[src/source/mem_map_pkg.sv]
// Instruction memory map for the fetch unit
// Address width, interrupt vector and return-stack geometry
`default_nettype none

package mem_map_pkg;

	// ------------------------------------------------
	// Instruction address space
	// ------------------------------------------------

	localparam int IADDR_W = 9;

	typedef logic [IADDR_W-1:0] iaddr_t;

	// Fixed entry point of the interrupt handler
	localparam iaddr_t ITR_VECTOR = 9'd4;

	// ------------------------------------------------
	// Subroutine return stack
	// ------------------------------------------------

	localparam int RSTACK_DEPTH = 8;
	// Counts 0 to RSTACK_DEPTH, so one bit above the index
	localparam int RSTACK_PTR_W = $clog2(RSTACK_DEPTH + 1);

endpackage

`default_nettype wire

[src/source/isa_pkg.sv]
// Instruction set definitions for the fetch unit
// Field widths, branch opcodes and instruction-level structs
`default_nettype none

package isa_pkg;

	// ------------------------------------------------
	// Instruction word layout
	// ------------------------------------------------

	// Opcode sits above the operand
	localparam int OPCODE_W  = 7;
	localparam int OPERAND_W = 9;
	localparam int INSTR_W   = OPCODE_W + OPERAND_W;

	// ------------------------------------------------
	// Flow-control opcodes
	// ------------------------------------------------

	localparam logic [OPCODE_W-1:0] OP_JMP = 7'd12;
	localparam logic [OPCODE_W-1:0] OP_JIZ = 7'd13;
	localparam logic [OPCODE_W-1:0] OP_CAL = 7'd14;
	localparam logic [OPCODE_W-1:0] OP_RET = 7'd15;

	// One word as returned by instruction memory
	typedef struct packed {
		logic [OPCODE_W-1:0]  opcode;
		logic [OPERAND_W-1:0] operand;
	} instr_t;

	// Return-stack request, at most one bit set
	typedef struct packed {
		logic push;
		logic pop;
	} stack_op_t;

endpackage

`default_nettype wire
[src/source/instr_fetch.sv]
// Instruction fetch unit
// Program counter, branch control and return stack around
// a synchronous instruction memory
`default_nettype none

module instr_fetch (
	input  logic                          clk,
	input  logic                          rst,
	input  logic                          itr,
	input  logic                          acc_lsb,
	input  isa_pkg::instr_t               instr,
	output mem_map_pkg::iaddr_t           instr_addr,
	output logic [isa_pkg::OPCODE_W-1:0]  opcode,
	output logic [isa_pkg::OPERAND_W-1:0] operand
);

	import isa_pkg::*;
	import mem_map_pkg::*;

	// Counter and stack handshake with branch control
	logic      pc_load;
	iaddr_t    pc_target;
	iaddr_t    pc_addr;
	iaddr_t    top;
	stack_op_t stack_op;

	// ------------------------------------------------
	// Fetch datapath
	// ------------------------------------------------

	program_counter u_pc (
		.clk       (clk),
		.rst       (rst),
		.pc_load   (pc_load),
		.pc_target (pc_target),
		.pc_addr   (pc_addr)
	);

	// Memory address comes straight from the decode
	branch_ctrl u_branch (
		.instr      (instr),
		.acc_lsb    (acc_lsb),
		.itr        (itr),
		.pc_addr    (pc_addr),
		.top        (top),
		.fetch_addr (instr_addr),
		.pc_load    (pc_load),
		.pc_target  (pc_target),
		.stack_op   (stack_op)
	);

	// CAL saves the address after the call
	return_stack u_rstack (
		.clk       (clk),
		.rst       (rst),
		.stack_op  (stack_op),
		.push_addr (pc_addr),
		.top       (top)
	);

	// Fields for the downstream decoder
	assign opcode  = instr.opcode;
	assign operand = instr.operand;

endmodule

`default_nettype wire

[src/source/return_stack.sv]
// Subroutine return-address stack
// LIFO of fetch addresses, top shows the latest push
`default_nettype none

module return_stack #(
	parameter int DEPTH = mem_map_pkg::RSTACK_DEPTH
) (
	input  logic                clk,
	input  logic                rst,
	input  isa_pkg::stack_op_t  stack_op,
	input  mem_map_pkg::iaddr_t push_addr,
	output mem_map_pkg::iaddr_t top
);

	import isa_pkg::*;
	import mem_map_pkg::*;

	localparam int IDX_W = $clog2(DEPTH);

	// ------------------------------------------------
	// Storage and occupancy
	// ------------------------------------------------

	iaddr_t entries [DEPTH];

	// Number of valid entries, also the next free slot
	logic [RSTACK_PTR_W-1:0] ptr;
	logic [IDX_W-1:0]        wr_idx;
	logic [IDX_W-1:0]        rd_idx;

	assign wr_idx = ptr[IDX_W-1:0];
	// Entry just below the pointer
	assign rd_idx = IDX_W'(ptr - RSTACK_PTR_W'(1));

	always_ff @(posedge clk or posedge rst) begin
		if (rst) begin
			ptr <= '0;
		end else if (stack_op.push) begin
			ptr <= ptr + RSTACK_PTR_W'(1);
		end else if (stack_op.pop) begin
			ptr <= ptr - RSTACK_PTR_W'(1);
		end
	end

	// Entries hold no control state
	always_ff @(posedge clk) begin
		if (stack_op.push) begin
			entries[wr_idx] <= push_addr;
		end
	end

	// Combinational from the pointer
	assign top = entries[rd_idx];

	// ------------------------------------------------
	// Occupancy checks
	// ------------------------------------------------

	// Call nesting must stay within DEPTH
	a_no_overflow: assert property (@(posedge clk) disable iff (rst)
		stack_op.push |-> (ptr != RSTACK_PTR_W'(DEPTH)))
		else $error("return stack push while full");

	// Every RET needs an earlier CAL
	a_no_underflow: assert property (@(posedge clk) disable iff (rst)
		stack_op.pop |-> (ptr != '0))
		else $error("return stack pop while empty");

endmodule

`default_nettype wire

[src/source/branch_ctrl.sv]
// Branch control
// Decodes JMP, JIZ, CAL and RET, picks the fetch address
// and requests return-stack pushes and pops
`default_nettype none

module branch_ctrl (
	input  isa_pkg::instr_t        instr,
	input  logic                   acc_lsb,
	input  logic                   itr,
	input  mem_map_pkg::iaddr_t    pc_addr,
	input  mem_map_pkg::iaddr_t    top,
	output mem_map_pkg::iaddr_t    fetch_addr,
	output logic                   pc_load,
	output mem_map_pkg::iaddr_t    pc_target,
	output isa_pkg::stack_op_t     stack_op
);

	import isa_pkg::*;
	import mem_map_pkg::*;

	// ------------------------------------------------
	// Opcode decode
	// ------------------------------------------------

	logic   is_jmp;
	logic   is_jiz;
	logic   is_cal;
	logic   is_ret;
	logic   jump_taken;
	iaddr_t jump_addr;

	assign is_jmp = (instr.opcode == OP_JMP);
	assign is_jiz = (instr.opcode == OP_JIZ);
	assign is_cal = (instr.opcode == OP_CAL);
	assign is_ret = (instr.opcode == OP_RET);

	// JIZ only branches with accumulator bit clear
	assign jump_taken = is_jmp | is_cal | (is_jiz & ~acc_lsb);

	// Target is the low part of the operand
	assign jump_addr = instr.operand[IADDR_W-1:0];

	// ------------------------------------------------
	// Fetch address priority
	// ------------------------------------------------

	// Interrupt first, then return, then jumps
	always_comb begin
		if (itr) begin
			fetch_addr = ITR_VECTOR;
		end else if (is_ret) begin
			fetch_addr = top;
		end else if (jump_taken) begin
			fetch_addr = jump_addr;
		end else begin
			fetch_addr = pc_addr;
		end
	end

	// Counter reloads whenever the flow leaves pc_addr
	assign pc_load   = itr | is_ret | jump_taken;
	assign pc_target = fetch_addr;

	// ------------------------------------------------
	// Return-stack requests
	// ------------------------------------------------

	// Interrupt overrides the call or return in flight
	always_comb begin
		stack_op.push = is_cal & ~itr;
		stack_op.pop  = is_ret & ~itr;
	end

endmodule

`default_nettype wire

[src/source/program_counter.sv]
// Program counter
// Holds the address after the last fetched one, reloads on redirect
`default_nettype none

module program_counter (
	input  logic                clk,
	input  logic                rst,
	input  logic                pc_load,
	input  mem_map_pkg::iaddr_t pc_target,
	output mem_map_pkg::iaddr_t pc_addr
);

	import mem_map_pkg::*;

	// ------------------------------------------------
	// Next-address selection
	// ------------------------------------------------

	// Address fetched this cycle
	iaddr_t fetched;

	// Redirected fetch or plain sequential fetch
	assign fetched = pc_load ? pc_target : pc_addr;

	// ------------------------------------------------
	// Counter register
	// ------------------------------------------------

	// Always points one past the word just fetched
	// wraps at the top of the address space
	always_ff @(posedge clk or posedge rst) begin
		if (rst) begin
			pc_addr <= '0;
		end else begin
			pc_addr <= fetched + iaddr_t'(1);
		end
	end

endmodule

`default_nettype wire

[config.mk]
export PLATFORM = sky130hd
export DESIGN_NAME = instr_fetch
export DESIGN_NICKNAME = d
export VERILOG_FILES = /design/src/source/mem_map_pkg.sv /design/src/source/isa_pkg.sv /design/src/source/instr_fetch.sv /design/src/source/return_stack.sv /design/src/source/branch_ctrl.sv /design/src/source/program_counter.sv
export SDC_FILE = /design/constraint.sdc
export NUM_CORES = 1
export LEC_CHECK = 0
export ABC_AREA = 0
export BUFFER_PORTS_ARGS = -buffer_cell sky130_fd_sc_hd__buf_2
export CAP_MARGIN = 20
export CORE_MARGIN = 1
export CORE_UTILIZATION = 28
export DETAILED_ROUTE_END_ITERATION = 10
export GPL_TIMING_DRIVEN = 1
export PLACE_DENSITY = 0.47
export SYNTH_ARGS = -nofsm -noshare
export SYNTH_HDL_FRONTEND = slang
export SYNTH_SLANG_ARGS = --single-unit
[constraint.sdc]
create_clock -name clk -period 3.45 [get_ports clk]
set_input_delay 0 -clock clk [delete_from_list [all_inputs] [get_ports clk]]
set_output_delay 0 -clock clk [all_outputs]
set_load 0.02 [all_outputs]
==> results by group, run 1 <==
Run status
  – Status: completed

Clocking
  – CTS Sinks: 84
  – Clk_lat worst skew: 0.33 ns
  – CTS Root Cell: clkbuf_16
  – Post-CTS sizing: 0
  – Htree depth: 3
  – Post-CTS Setup Bufs: 0
  – CTS Buffer Depth: 2
  – Number of CTS-inserted buffers: 9
  – CTS tree: done
  – Clock Pin Slew Worst Setup and Hold Paths: 0.06 ns

Worst hold path
  – Hold path cells: 4
  – Hold WC Path Type: input pin to flip-flop

Detailed routing
  – DRC: 0
  – DR vias: 2,132
  – Routed len/inst: 19.0 um
  – Pre-antenna DRT Iters: 4
  – Detailed Route Iter0 Violations: 124
  – Antenna Nets Post-Route: 0
  – Final WL: 8680 um
  – Via/cell ratio: 4.66

Yosys
  – Most frequent cell after synthesis: edfxtp_1
  – Yosys reg bits: 84
  – Dominant cells by area after synthesis: edfxtp_1 (57%), mux4_2 (11%), dfrtp_1 (7.9%), buf_4 (3.8%), xnor2_1 (1.8%)
  – Area leader, netlist: edfxtp_1
  – Syn Nets: 255
  – Post-synth EDFFs: 72
  – Cell variety after synth: 44
  – Synth Warn #: 0
  – Top cell type's share of synthesized area: 0.570
  – Area of the mapped netlist: 3800 um2
  – Ys flop type: edfxtp_1
  – Avg Cell Area, Syn: 16.4 um2
  – Post-Syn Instances: 232
  – Register area share after synthesis: 0.649
  – Commonest cells post-synth: edfxtp_1 (72), buf_4 (19), mux4_2 (18)
  – Ys async rst share: 0.143

Floorplan
  – Die X: 118 um
  – Rows: 42
  – Die Area: 14,000 um2
  – Initial Util: 0.287
  – Core area: 13,200 um2
  – Height of the die: 118 um
  – IO Count: 45

Timing
  – Slew Viols, Final: 0
  – Slew @ Worst Pin: 0.825 ns
  – Final Skew: 0.00839 ns
  – Endpoints failing hold: 0
  – Setup TNS: 0 ns
  – FMAX: 0.314 GHz
  – Slew HR: 0.446
  – Setup violators final: 0
  – Crit share post-route: 0.924
  – Final min period: 3.19 ns
  – RSZ-0062 raised after global routing: no

Critical path
  – Slowest cell on crit path: mux4_2
  – Buf+Inv Stages, Crit Path: 2
  – Stages on worst setup path: 11
  – CP arrival: 3.45 ns
  – Worst setup path category: flip-flop to flip-flop
  – Cells on worst reg2reg path: 11
  – Worst setup EP type: flip-flop
  – Critical Path Fanout Max: 7
  – Critical Path, Cell by Cell: clkinv_1, ha_1, xor2_2, mux4_2, mux2i_1, o21ai_0, ha_1, inv_1, a211oi_2, nand4_1, xnor2_1
  – Critical Path RT: 3.71 ns
  – Slowest cell delay on critical path: 0.58 ns
  – CP Launch Type: flip-flop
  – Critical path's most frequent cell: ha_1
  – Delay-heaviest family, CP: multiplexers

Layout
  – Share of layout cells above drive strength 1: 0.365
  – Area grow syn2layout: 17.6%
  – NumNets Final: 300
  – Ant diodes: 0
  – Non-Filler Instances: 458
  – Fill cells: 1,317

Placed design
  – Final GP Congestion: 0.694
  – Final HPWL DP: 6020 um
  – Dpl cells: 441
  – Port buffer count: 44

Global route
  – First-pass GRT wire length: 13,200 um
  – GRT Residual Overflow: 0
  – Initial antenna violation count: 0
  – Vias in the first global route: 2,178
  – Pin count of the biggest net entering global routing: 17
  – All-Layer GR Usage: 0.133

Power and ir drop
  – P_leak: 1.65 nW
  – Pwr Density: 586 nW/um2
  – Worst vdd ir: 0.000248 V

Job
  – Max-cap violation count: 0
==> per-stage QoR <==
step	hold slack (ns)	cell area, um2	utilization	total power, mW	worst slack [ns]
after floorplan	-0.135	3800	-	1.56	0.281
after CTS	0.0811	4460	0.337	2.64	0.256
after detailed placement	0.0817	4160	0.314	1.68	0.282
after global routing	0.128	4460	0.337	2.71	0.0420
after global placement	0.0721	4160	0.314	1.69	0.374
final	0.0853	4460	0.337	2.61	0.262
==> routing by layer <==
| layer | GRT usage | part of all wire | vias up |
|---|---|---|---|
| met5 | 0 | 0 | - |
| met4 | 0.0506 | 0.015 | 0 |
| met3 | 0.0280 | 0.046 | 10 |
| met2 | 0.209 | 0.48 | 51 |
| met1 | 0.182 | 0.46 | 1093 |
| li1 | - | - | 978 |
==> flip-flops by register name, indices dropped and copies added, names as in the netlist <==
signal / flops
u_rstack.ptr: 3
u_pc.pc_addr: 9
u_rstack.entries: 72
==> power by group <==
group | switching [mW] | internal [mW] | total [mW]
clock network | 0.390 | 0.564 | 0.954
registers | 0.0323 | 1.13 | 1.16
logic | 0.267 | 0.236 | 0.502
total | 0.689 | 1.92 | 2.61
==> worst min-delay path, stage by stage <==
cell and delay, ns:
buf_2 0.16, xor2_1 0.08, nand2_1 0.05, o21ai_0 0.07
==> final cells by class <==
class                   instances  area (um2)  area share
repair buffers                 60         343      0.0768
flip-flops and latches         84        2460       0.552
well taps                     176         220      0.0493
multi-input cells             113        1110       0.249
clock buffers                  11         233      0.0521
clock inverters                 5        61.3      0.0137
inverters                       9        33.8     0.00757
==> logic make-up (layout without fill, tap and decap cells) <==
group	Yosys count	count (layout)	synth area share
muxes	23	23	0.120
xor gates and xnor gates	12	12	0.0297
and+or+nand+nor	40	40	0.0567
adders and majority gates	3	3	0.00989
buffers and inverters	35	85	0.0587
DFF	84	84	0.649
AOI/OAI and AO/OA	35	35	0.0761
==> repair_timing <==
action	4_1_cts	5_1_grt
hold buffers	1	0
endpoints found under the hold margin	12	0
setup endpoints to repair	0	0
==> cell usage in the layout, fill, tap and decap left out, drive strengths merged, types with 2 or more instances in the layout <==
cell	n
edfxtp	72
buf	59
mux4	18
nand2	13
dfrtp	12
clkbuf	11
inv	9
xnor2	8
o21ai	8
nor2	7
a21oi	5
a22o	5
nor3	4
mux2i	4
xor2	4
a22oi	3
a21o	3
ha	3
clkinvlp	3
nand2b	2
o22ai	2
and2	2
a211oi	2
nor4b	2
o31a	2
o221a	2
nand4	2
nand3b	2
nand3	2
==> final timing paths <==
path / startpoint / to / slack (ns)
setup / recovery: u_rstack.ptr[0]$_DFFE_PP0P_ / u_pc.pc_addr[8]$_DFF_PP0_ / 0.26
hold / removal: instr[9] / u_rstack.ptr[1]$_DFFE_PP0P_ / 0.09
setup reg to reg: u_rstack.ptr[0]$_DFFE_PP0P_ / u_pc.pc_addr[8]$_DFF_PP0_ / 0.26
hold reg to reg: u_pc.pc_addr[7]$_DFF_PP0_ / u_rstack.entries[2][7]$_DFFE_PP_ / 0.63
max in group asynchronous: rst / u_pc.pc_addr[3]$_DFF_PP0_ / 2.80
min in group asynchronous: rst / u_rstack.ptr[1]$_DFFE_PP0P_ / 0.27
Note: power is estimated with default switching activity, not from simulation.
==> run 2: changes to the inputs <==
--- a/config.mk
+++ b/config.mk
@@ -5,9 +5,9 @@
 export SDC_FILE = /design/constraint.sdc
 export NUM_CORES = 1
 export LEC_CHECK = 0
-export ABC_AREA = 0
+export ABC_AREA = 1
 export BUFFER_PORTS_ARGS = -buffer_cell sky130_fd_sc_hd__buf_2
-export CAP_MARGIN = 20
+export CAP_MARGIN = 25
 export CORE_MARGIN = 1
 export CORE_UTILIZATION = 28
 export DETAILED_ROUTE_END_ITERATION = 10
==> run 2 against run 1 <==
- cell count increased by 46%
- wire length is 22% higher
- first-iteration DRC count grew 130%
- sequential power about the same
- final area up 11%
- worst hold slack better by 0.0099 ns
- sequential share of layout area shrank 5.5 points
- global-route usage grew 1.1 points
==> results by group, run 2 <==
Yosys
  – Top cell type's share of synthesized area: 0.507
  – Yosys reg bits: 84
  – Cell variety after synth: 30
  – Dominant cells by area after synthesis: edfxtp_1 (51%), nand3_1 (9.2%), nand2_1 (8.5%), dfrtp_1 (7.0%), inv_1 (5.4%)
  – Commonest cells post-synth: nand2_1 (97), nand3_1 (78), edfxtp_1 (72)
  – Register area share after synthesis: 0.577
  – Most frequent cell after synthesis: nand2_1
  – Syn Nets: 464
  – Area of the mapped netlist: 4260 um2
  – Avg Cell Area, Syn: 9.67 um2
  – Area leader, netlist: edfxtp_1
  – Post-synth EDFFs: 72
  – Synth Warn #: 0
  – Post-Syn Instances: 441
  – Ys flop type: edfxtp_1
  – Ys async rst share: 0.143

Layout
  – Share of layout cells above drive strength 1: 0.212
  – Finished Cell Area: 4960 um2
  – Commonest non-fill, non-tap cell in the layout: nand2_1
  – Max reg flops: 72
  – Largest register by flop count: u_rstack.entries
  – Storage cell area: 2460 um2
  – Fill cells: 1,469
  – Ant diodes: 0
  – Area grow syn2layout: 16.3%
  – Most frequent cells in the layout: nand2_1 (97), nand3_1 (78), edfxtp_1 (72)
  – Top Registers: u_rstack.entries (72), u_pc.pc_addr (9), u_rstack.ptr (3)
  – Non-Filler Instances: 669
  – NumNets Final: 503
  – Area of the multi-input gates: 1340 um2

Critical path
  – CP arrival: 2.73 ns
  – Critical Path Fanout Max: 26
  – Worst setup EP type: flip-flop
  – Critical Path RT: 3.67 ns
  – CP Launch Type: flip-flop
  – Worst setup path category: flip-flop to flip-flop

Clocking
  – Clock Pin Slew Worst Setup and Hold Paths: 0.06 ns
  – CTS Root Cell: clkbuf_16
  – CTS Hold Bufs: 1
  – Htree depth: 3
  – Number of CTS-inserted buffers: 9
  – CTS Sinks: 84
  – Post-CTS Setup Bufs: 0
  – Clk_lat worst skew: 0.33 ns
  – CTS tree: done
  – Post-CTS sizing: 0
  – CTS Buffer Depth: 2

Global route
  – Initial antenna violation count: 0
  – First-pass GRT wire length: 17,000 um
  – Vias in the first global route: 2,986
  – Pin count of the biggest net entering global routing: 42
  – All-Layer GR Usage: 0.144
  – GRT Residual Overflow: 0

Placed design
  – Dpl cells: 652
  – Final HPWL DP: 7260 um
  – Final GP Congestion: 0.819
  – Port buffer count: 44
  – Placed cell areas: 4610 um2

Detailed routing
  – DR vias: 3,097
  – Final WL: 10,600 um
  – Via/cell ratio: 4.63
  – Detailed Route Iter0 Violations: 286
  – Pre-antenna DRT Iters: 4
  – DRC: 0
  – Routed len/inst: 15.8 um
  – Antenna Nets Post-Route: 0

Floorplan
  – Die Area: 15,700 um2
  – Rows: 44
  – Initial Util: 0.290
  – Height of the die: 125 um
  – IO Count: 45
  – Die X: 125 um
  – Core area: 14,700 um2

Power and ir drop
  – P_leak: 2.18 nW
  – Pwr Density: 600 nW/um2
  – Worst vdd ir: 0.000347 V

Timing
  – Final min period: 2.50 ns
  – Slew @ Worst Pin: 0.935 ns
  – Endpoints failing hold: 0
  – Setup violators final: 0
  – Final Skew: 0.00511 ns
  – RSZ-0062 raised after global routing: no
  – FMAX: 0.399 GHz
  – Slew HR: 0.372
  – Slew Viols, Final: 0
  – Crit share post-route: 0.726
  – Setup TNS: 0 ns

Run status
  – Status: completed

Worst hold path
  – Hold WC Path Type: input pin to flip-flop

Job
  – Max-cap violation count: 0
run 2: cell count changes after synthesis, sizes merged, moves of 5 or more:
cell,previous run,this run
a22o,5,0
nand2,13,98
xnor2,8,2
nand3,2,90
buf,25,31
mux4,18,0
or2,0,5
nor2,7,35
inv,8,63
run 2: report_power, final:
group	internal, mW	total [mW]	switching [mW]
Combinational	0.225	0.709	0.484
Clock	0.728	1.11	0.379
Sequential	1.13	1.16	0.0349
run 2: worst paths after layout:
check / from / endpoint / slack, ns / cells past startpoint
max: u_rstack.ptr[1]$_DFFE_PP0P_ / u_pc.pc_addr[8]$_DFF_PP0_ / 0.95 / 13
min: instr[10] / u_rstack.ptr[1]$_DFFE_PP0P_ / 0.1 / 3
max reg2reg: u_rstack.ptr[1]$_DFFE_PP0P_ / u_pc.pc_addr[8]$_DFF_PP0_ / 0.95 / 13
min reg2reg: u_pc.pc_addr[3]$_DFF_PP0_ / u_rstack.entries[4][3]$_DFFE_PP_ / 0.66 / 0
max in group asynchronous: rst / u_pc.pc_addr[4]$_DFF_PP0_ / 2.88 / 3
min in group asynchronous: rst / u_pc.pc_addr[7]$_DFF_PP0_ / 0.23 / 3
run 2: cell families after synthesis:
kind of cell,synth area share
buf+inv,0.108
compound gates,0.0161
xor+xnor,0.0158
fa+ha+maj,0.00880
flops,0.577
simple gates,0.273
run 2: layer usage:
metal  share of wire  global-route usage  wire [um]
met1            0.48               0.209       5020
met2            0.45               0.219       4730
met3           0.061              0.0218        640
met4           0.016              0.0495        165
met5               0                   0          0
run 2: area by class of cell:
cell class | instances | area share
Clock buffer | 12 | 0.0497
Clock inverter | 4 | 0.0197
Inverter | 64 | 0.0484
Multi-Input combinational cell | 261 | 0.270
Sequential cell | 84 | 0.496
Tap cell | 184 | 0.0464
Timing Repair Buffer | 60 | 0.0691
run 2: worst max-delay path: stages, from the launching register on:
cell,delay [ns]
dfrtp_1,0.44
inv_1,0.13
ha_1,0.31
buf_4,0.32
nand3_1,0.13
nand3_1,0.13
nand3_1,0.14
nand3_1,0.11
ha_1,0.24
nand4_1,0.13
nor2_2,0.16
nand2_1,0.07
nand2_1,0.05
nand2_1,0.05
run 2: through the flow:
step / hold slack [ns] / util / total power, mW / worst slack, ns
5_1_grt: 0.141 / 0.337 / 3.13 / 0.719
3_3_place_gp: 0.0634 / 0.313 / 1.90 / 0.937
4_1_cts: 0.0822 / 0.337 / 3.01 / 0.912
3_5_place_dp: 0.0644 / 0.313 / 1.90 / 0.877
6_report: 0.0953 / 0.337 / 2.98 / 0.946
2_1_floorplan: -0.135 / - / 1.71 / 0.979
==> run 3: changes to the inputs <==
--- a/config.mk
+++ b/config.mk
@@ -12,7 +12,7 @@
 export CORE_UTILIZATION = 28
 export DETAILED_ROUTE_END_ITERATION = 10
 export GPL_TIMING_DRIVEN = 1
-export PLACE_DENSITY = 0.47
+export PLACE_DENSITY = 0.49
 export SYNTH_ARGS = -nofsm -noshare
 export SYNTH_HDL_FRONTEND = slang
 export SYNTH_SLANG_ARGS = --single-unit
==> constraint.sdc (replaced) <==
create_clock -name clk -period 2.21 [get_ports clk]
set_input_delay 0 -clock clk [delete_from_list [all_inputs] [get_ports clk]]
set_output_delay 0 -clock clk [all_outputs]
set_load 0.02 [all_outputs]
==> run 3 against run 2 <==
- cell count up 2.4%
- highest routed layer unchanged
- first-iteration DRC count shrank 31%
- clock skew rose by 0.0032 ns
- critical path depth shrank 4
==> results by group, run 3 (same netlist as run 2, synthesis figures left out) <==
Clocking
  – Number of CTS-inserted buffers: 9
  – Post-CTS Setup Bufs: 0
  – Clk_lat worst skew: 0.34 ns
  – CTS Buffer Depth: 2
  – Clock Pin Slew Worst Setup and Hold Paths: 0.06 ns
  – CTS Sinks: 84
  – Htree depth: 3
  – CTS Root Cell: clkbuf_16
  – CTS tree: done

Floorplan
  – Height of the die: 125 um
  – Rows: 44
  – Die Area: 15,700 um2
  – Die X: 125 um
  – Core area: 14,700 um2
  – Initial Util: 0.290
  – IO Count: 45

Placed design
  – Final HPWL DP: 7450 um
  – Final GP Congestion: 0.812
  – Port buffer count: 44

Global route
  – All-Layer GR Usage: 0.145
  – GRT Residual Overflow: 0
  – First-pass GRT wire length: 17,000 um
  – Vias in the first global route: 3,055
  – Initial antenna violation count: 0
  – Pin count of the biggest net entering global routing: 42

Critical path
  – Flop-to-flop setup slack: 0.17 ns
  – Critical Path RT: 2.21 ns
  – Crit. Startpoint: u_rstack.ptr[0]$_DFFE_PP0P_
  – Worst setup EP type: output port
  – Worst reg2reg path endpoint: u_pc.pc_addr[8]$_DFF_PP0_
  – Worst setup path category: flip-flop to output port
  – Critical Path, Cell by Cell: inv_4, ha_4, xor2_2, buf_4, nand3_1, nand3_1, nand3_2, buf_4, buf_2
  – CP arrival: 2.05 ns
  – Crit path capture: instr_addr[4]
  – Slowest cell delay on critical path: 0.41 ns
  – Slowest cell on crit path: dfrtp_1
  – CP Launch Type: flip-flop
  – Stages on worst setup path: 9
  – Delay-heaviest family, CP: buffers and inverters
  – Cells on worst reg2reg path: 13
  – Critical Path Fanout Max: 5
  – Buf+Inv Stages, Crit Path: 4
  – Critical R2R Launch: u_rstack.ptr[0]$_DFFE_PP0P_

Layout
  – Most frequent cells in the layout: nand2_1 (97), edfxtp_1 (72), nand3_1 (70)
  – NumNets Final: 520
  – Fill cells: 1,451
  – Area grow syn2layout: 20.6%
  – Largest register by flop count: u_rstack.entries
  – Top Registers: u_rstack.entries (72), u_pc.pc_addr (9), u_rstack.ptr (3)
  – Share of layout cells above drive strength 1: 0.263
  – Commonest non-fill, non-tap cell in the layout: nand2_1
  – Post-layout util: 0.350
  – Max reg flops: 72
  – Ant diodes: 0

Detailed routing
  – Pre-antenna DRT Iters: 4
  – Routed len/inst: 15.4 um
  – DRC: 0
  – Antenna Nets Post-Route: 0
  – DR vias: 3,100
  – Via/cell ratio: 4.53
  – Final WL: 10,500 um
  – Detailed Route Iter0 Violations: 196

Timing
  – Slew Viols, Final: 0
  – Final min period: 2.05 ns
  – Final Skew: 0.00833 ns
  – Setup TNS: 0 ns
  – Endpoints failing hold: 0
  – Slew HR: 0.651
  – Crit share post-route: 0.930
  – Slew @ Worst Pin: 0.523 ns
  – RSZ-0062 raised after global routing: no
  – Setup violators final: 0
  – FMAX: 0.487 GHz

Worst hold path
  – Hold WC Path Type: input pin to flip-flop

Power and ir drop
  – Worst vdd ir: 0.000452 V
  – Switching power share of the total: 0.323
  – Reg power frac: 0.395
  – Clk network pwr share: 0.315
  – P_leak: 2.27 nW
  – Int Pwr: 3.11 mW
  – Combinational power share: 0.290
  – Net switching power: 1.49 mW
  – Pwr Density: 894 nW/um2

Job
  – Max-cap violation count: 0

Run status
  – Status: completed
## run 3: how the worst min path moves through the flow
stage / from / to / slack, ns / depth (start not counted)
2_1_floorplan: rst / u_pc.pc_addr[0]$_DFF_PP0_ / -0.14 / 1
3_3_place_gp: rst / u_pc.pc_addr[7]$_DFF_PP0_ / 0.06 / 2
3_5_place_dp: rst / u_pc.pc_addr[7]$_DFF_PP0_ / 0.07 / 2
4_1_cts: instr[10] / u_rstack.ptr[1]$_DFFE_PP0P_ / 0.06 / 3
5_1_grt: instr[10] / u_rstack.ptr[1]$_DFFE_PP0P_ / 0.10 / 3
6_report: instr[10] / u_rstack.ptr[1]$_DFFE_PP0P_ / 0.08 / 3
## run 3: tightest hold or removal path, stage by stage
cell,delay (ns)
buf_2,0.13
nand4_1,0.16
o21ai_0,0.09
## run 3: repair_timing
action                                  in CTS  in global routing
gates resized for setup                      4                 10
hold buffers                                 1                  0
endpoints found under the setup margin      12                 13
hold endpoints to repair                    12                  0
pin swaps                                    0                  1
## run 3: final cells by class
class	instances	area [um2]	share of cell area
clock buffers	10	229	0.0445
clock inverters	5	53.8	0.0105
inverters	64	245	0.0477
multi-input cells	261	1420	0.277
flip-flops and latches	84	2460	0.479
well taps	184	230	0.0448
repair buffers	77	498	0.0968
## run 3: metrics by stage
step           area (um2)  power, mW  hold WS (ns)  instances  worst slack (ns)
4_1_cts              5100       4.61        0.0629        685           -0.0224
5_1_grt              5140       4.87         0.104        685            0.0172
3_3_place_gp         4790       3.11        0.0590        669            -0.152
3_5_place_dp         4790       3.11        0.0682        669            -0.102
6_report             5140       4.60        0.0846        685             0.155
2_1_floorplan        4330       2.74        -0.135        441            0.0185
## run 3: power by group through the flow
stage                     Clock, mW  Sequential, mW  Combinational (mW)
after CTS                      1.49            1.82                1.30
after global routing           1.55            1.82                1.49
final                          1.45            1.82                1.33
after floorplan                   0            1.82               0.924
after global placement            0            1.84                1.26
after detailed placement          0            1.85                1.26
## run 3: per-layer routing
layer	global-route usage	wire, um	share of wire
met1	0.190	4780	0.45
met2	0.235	4980	0.47
met3	0.0270	583	0.055
met4	0.0581	178	0.017
met5	0	0	0
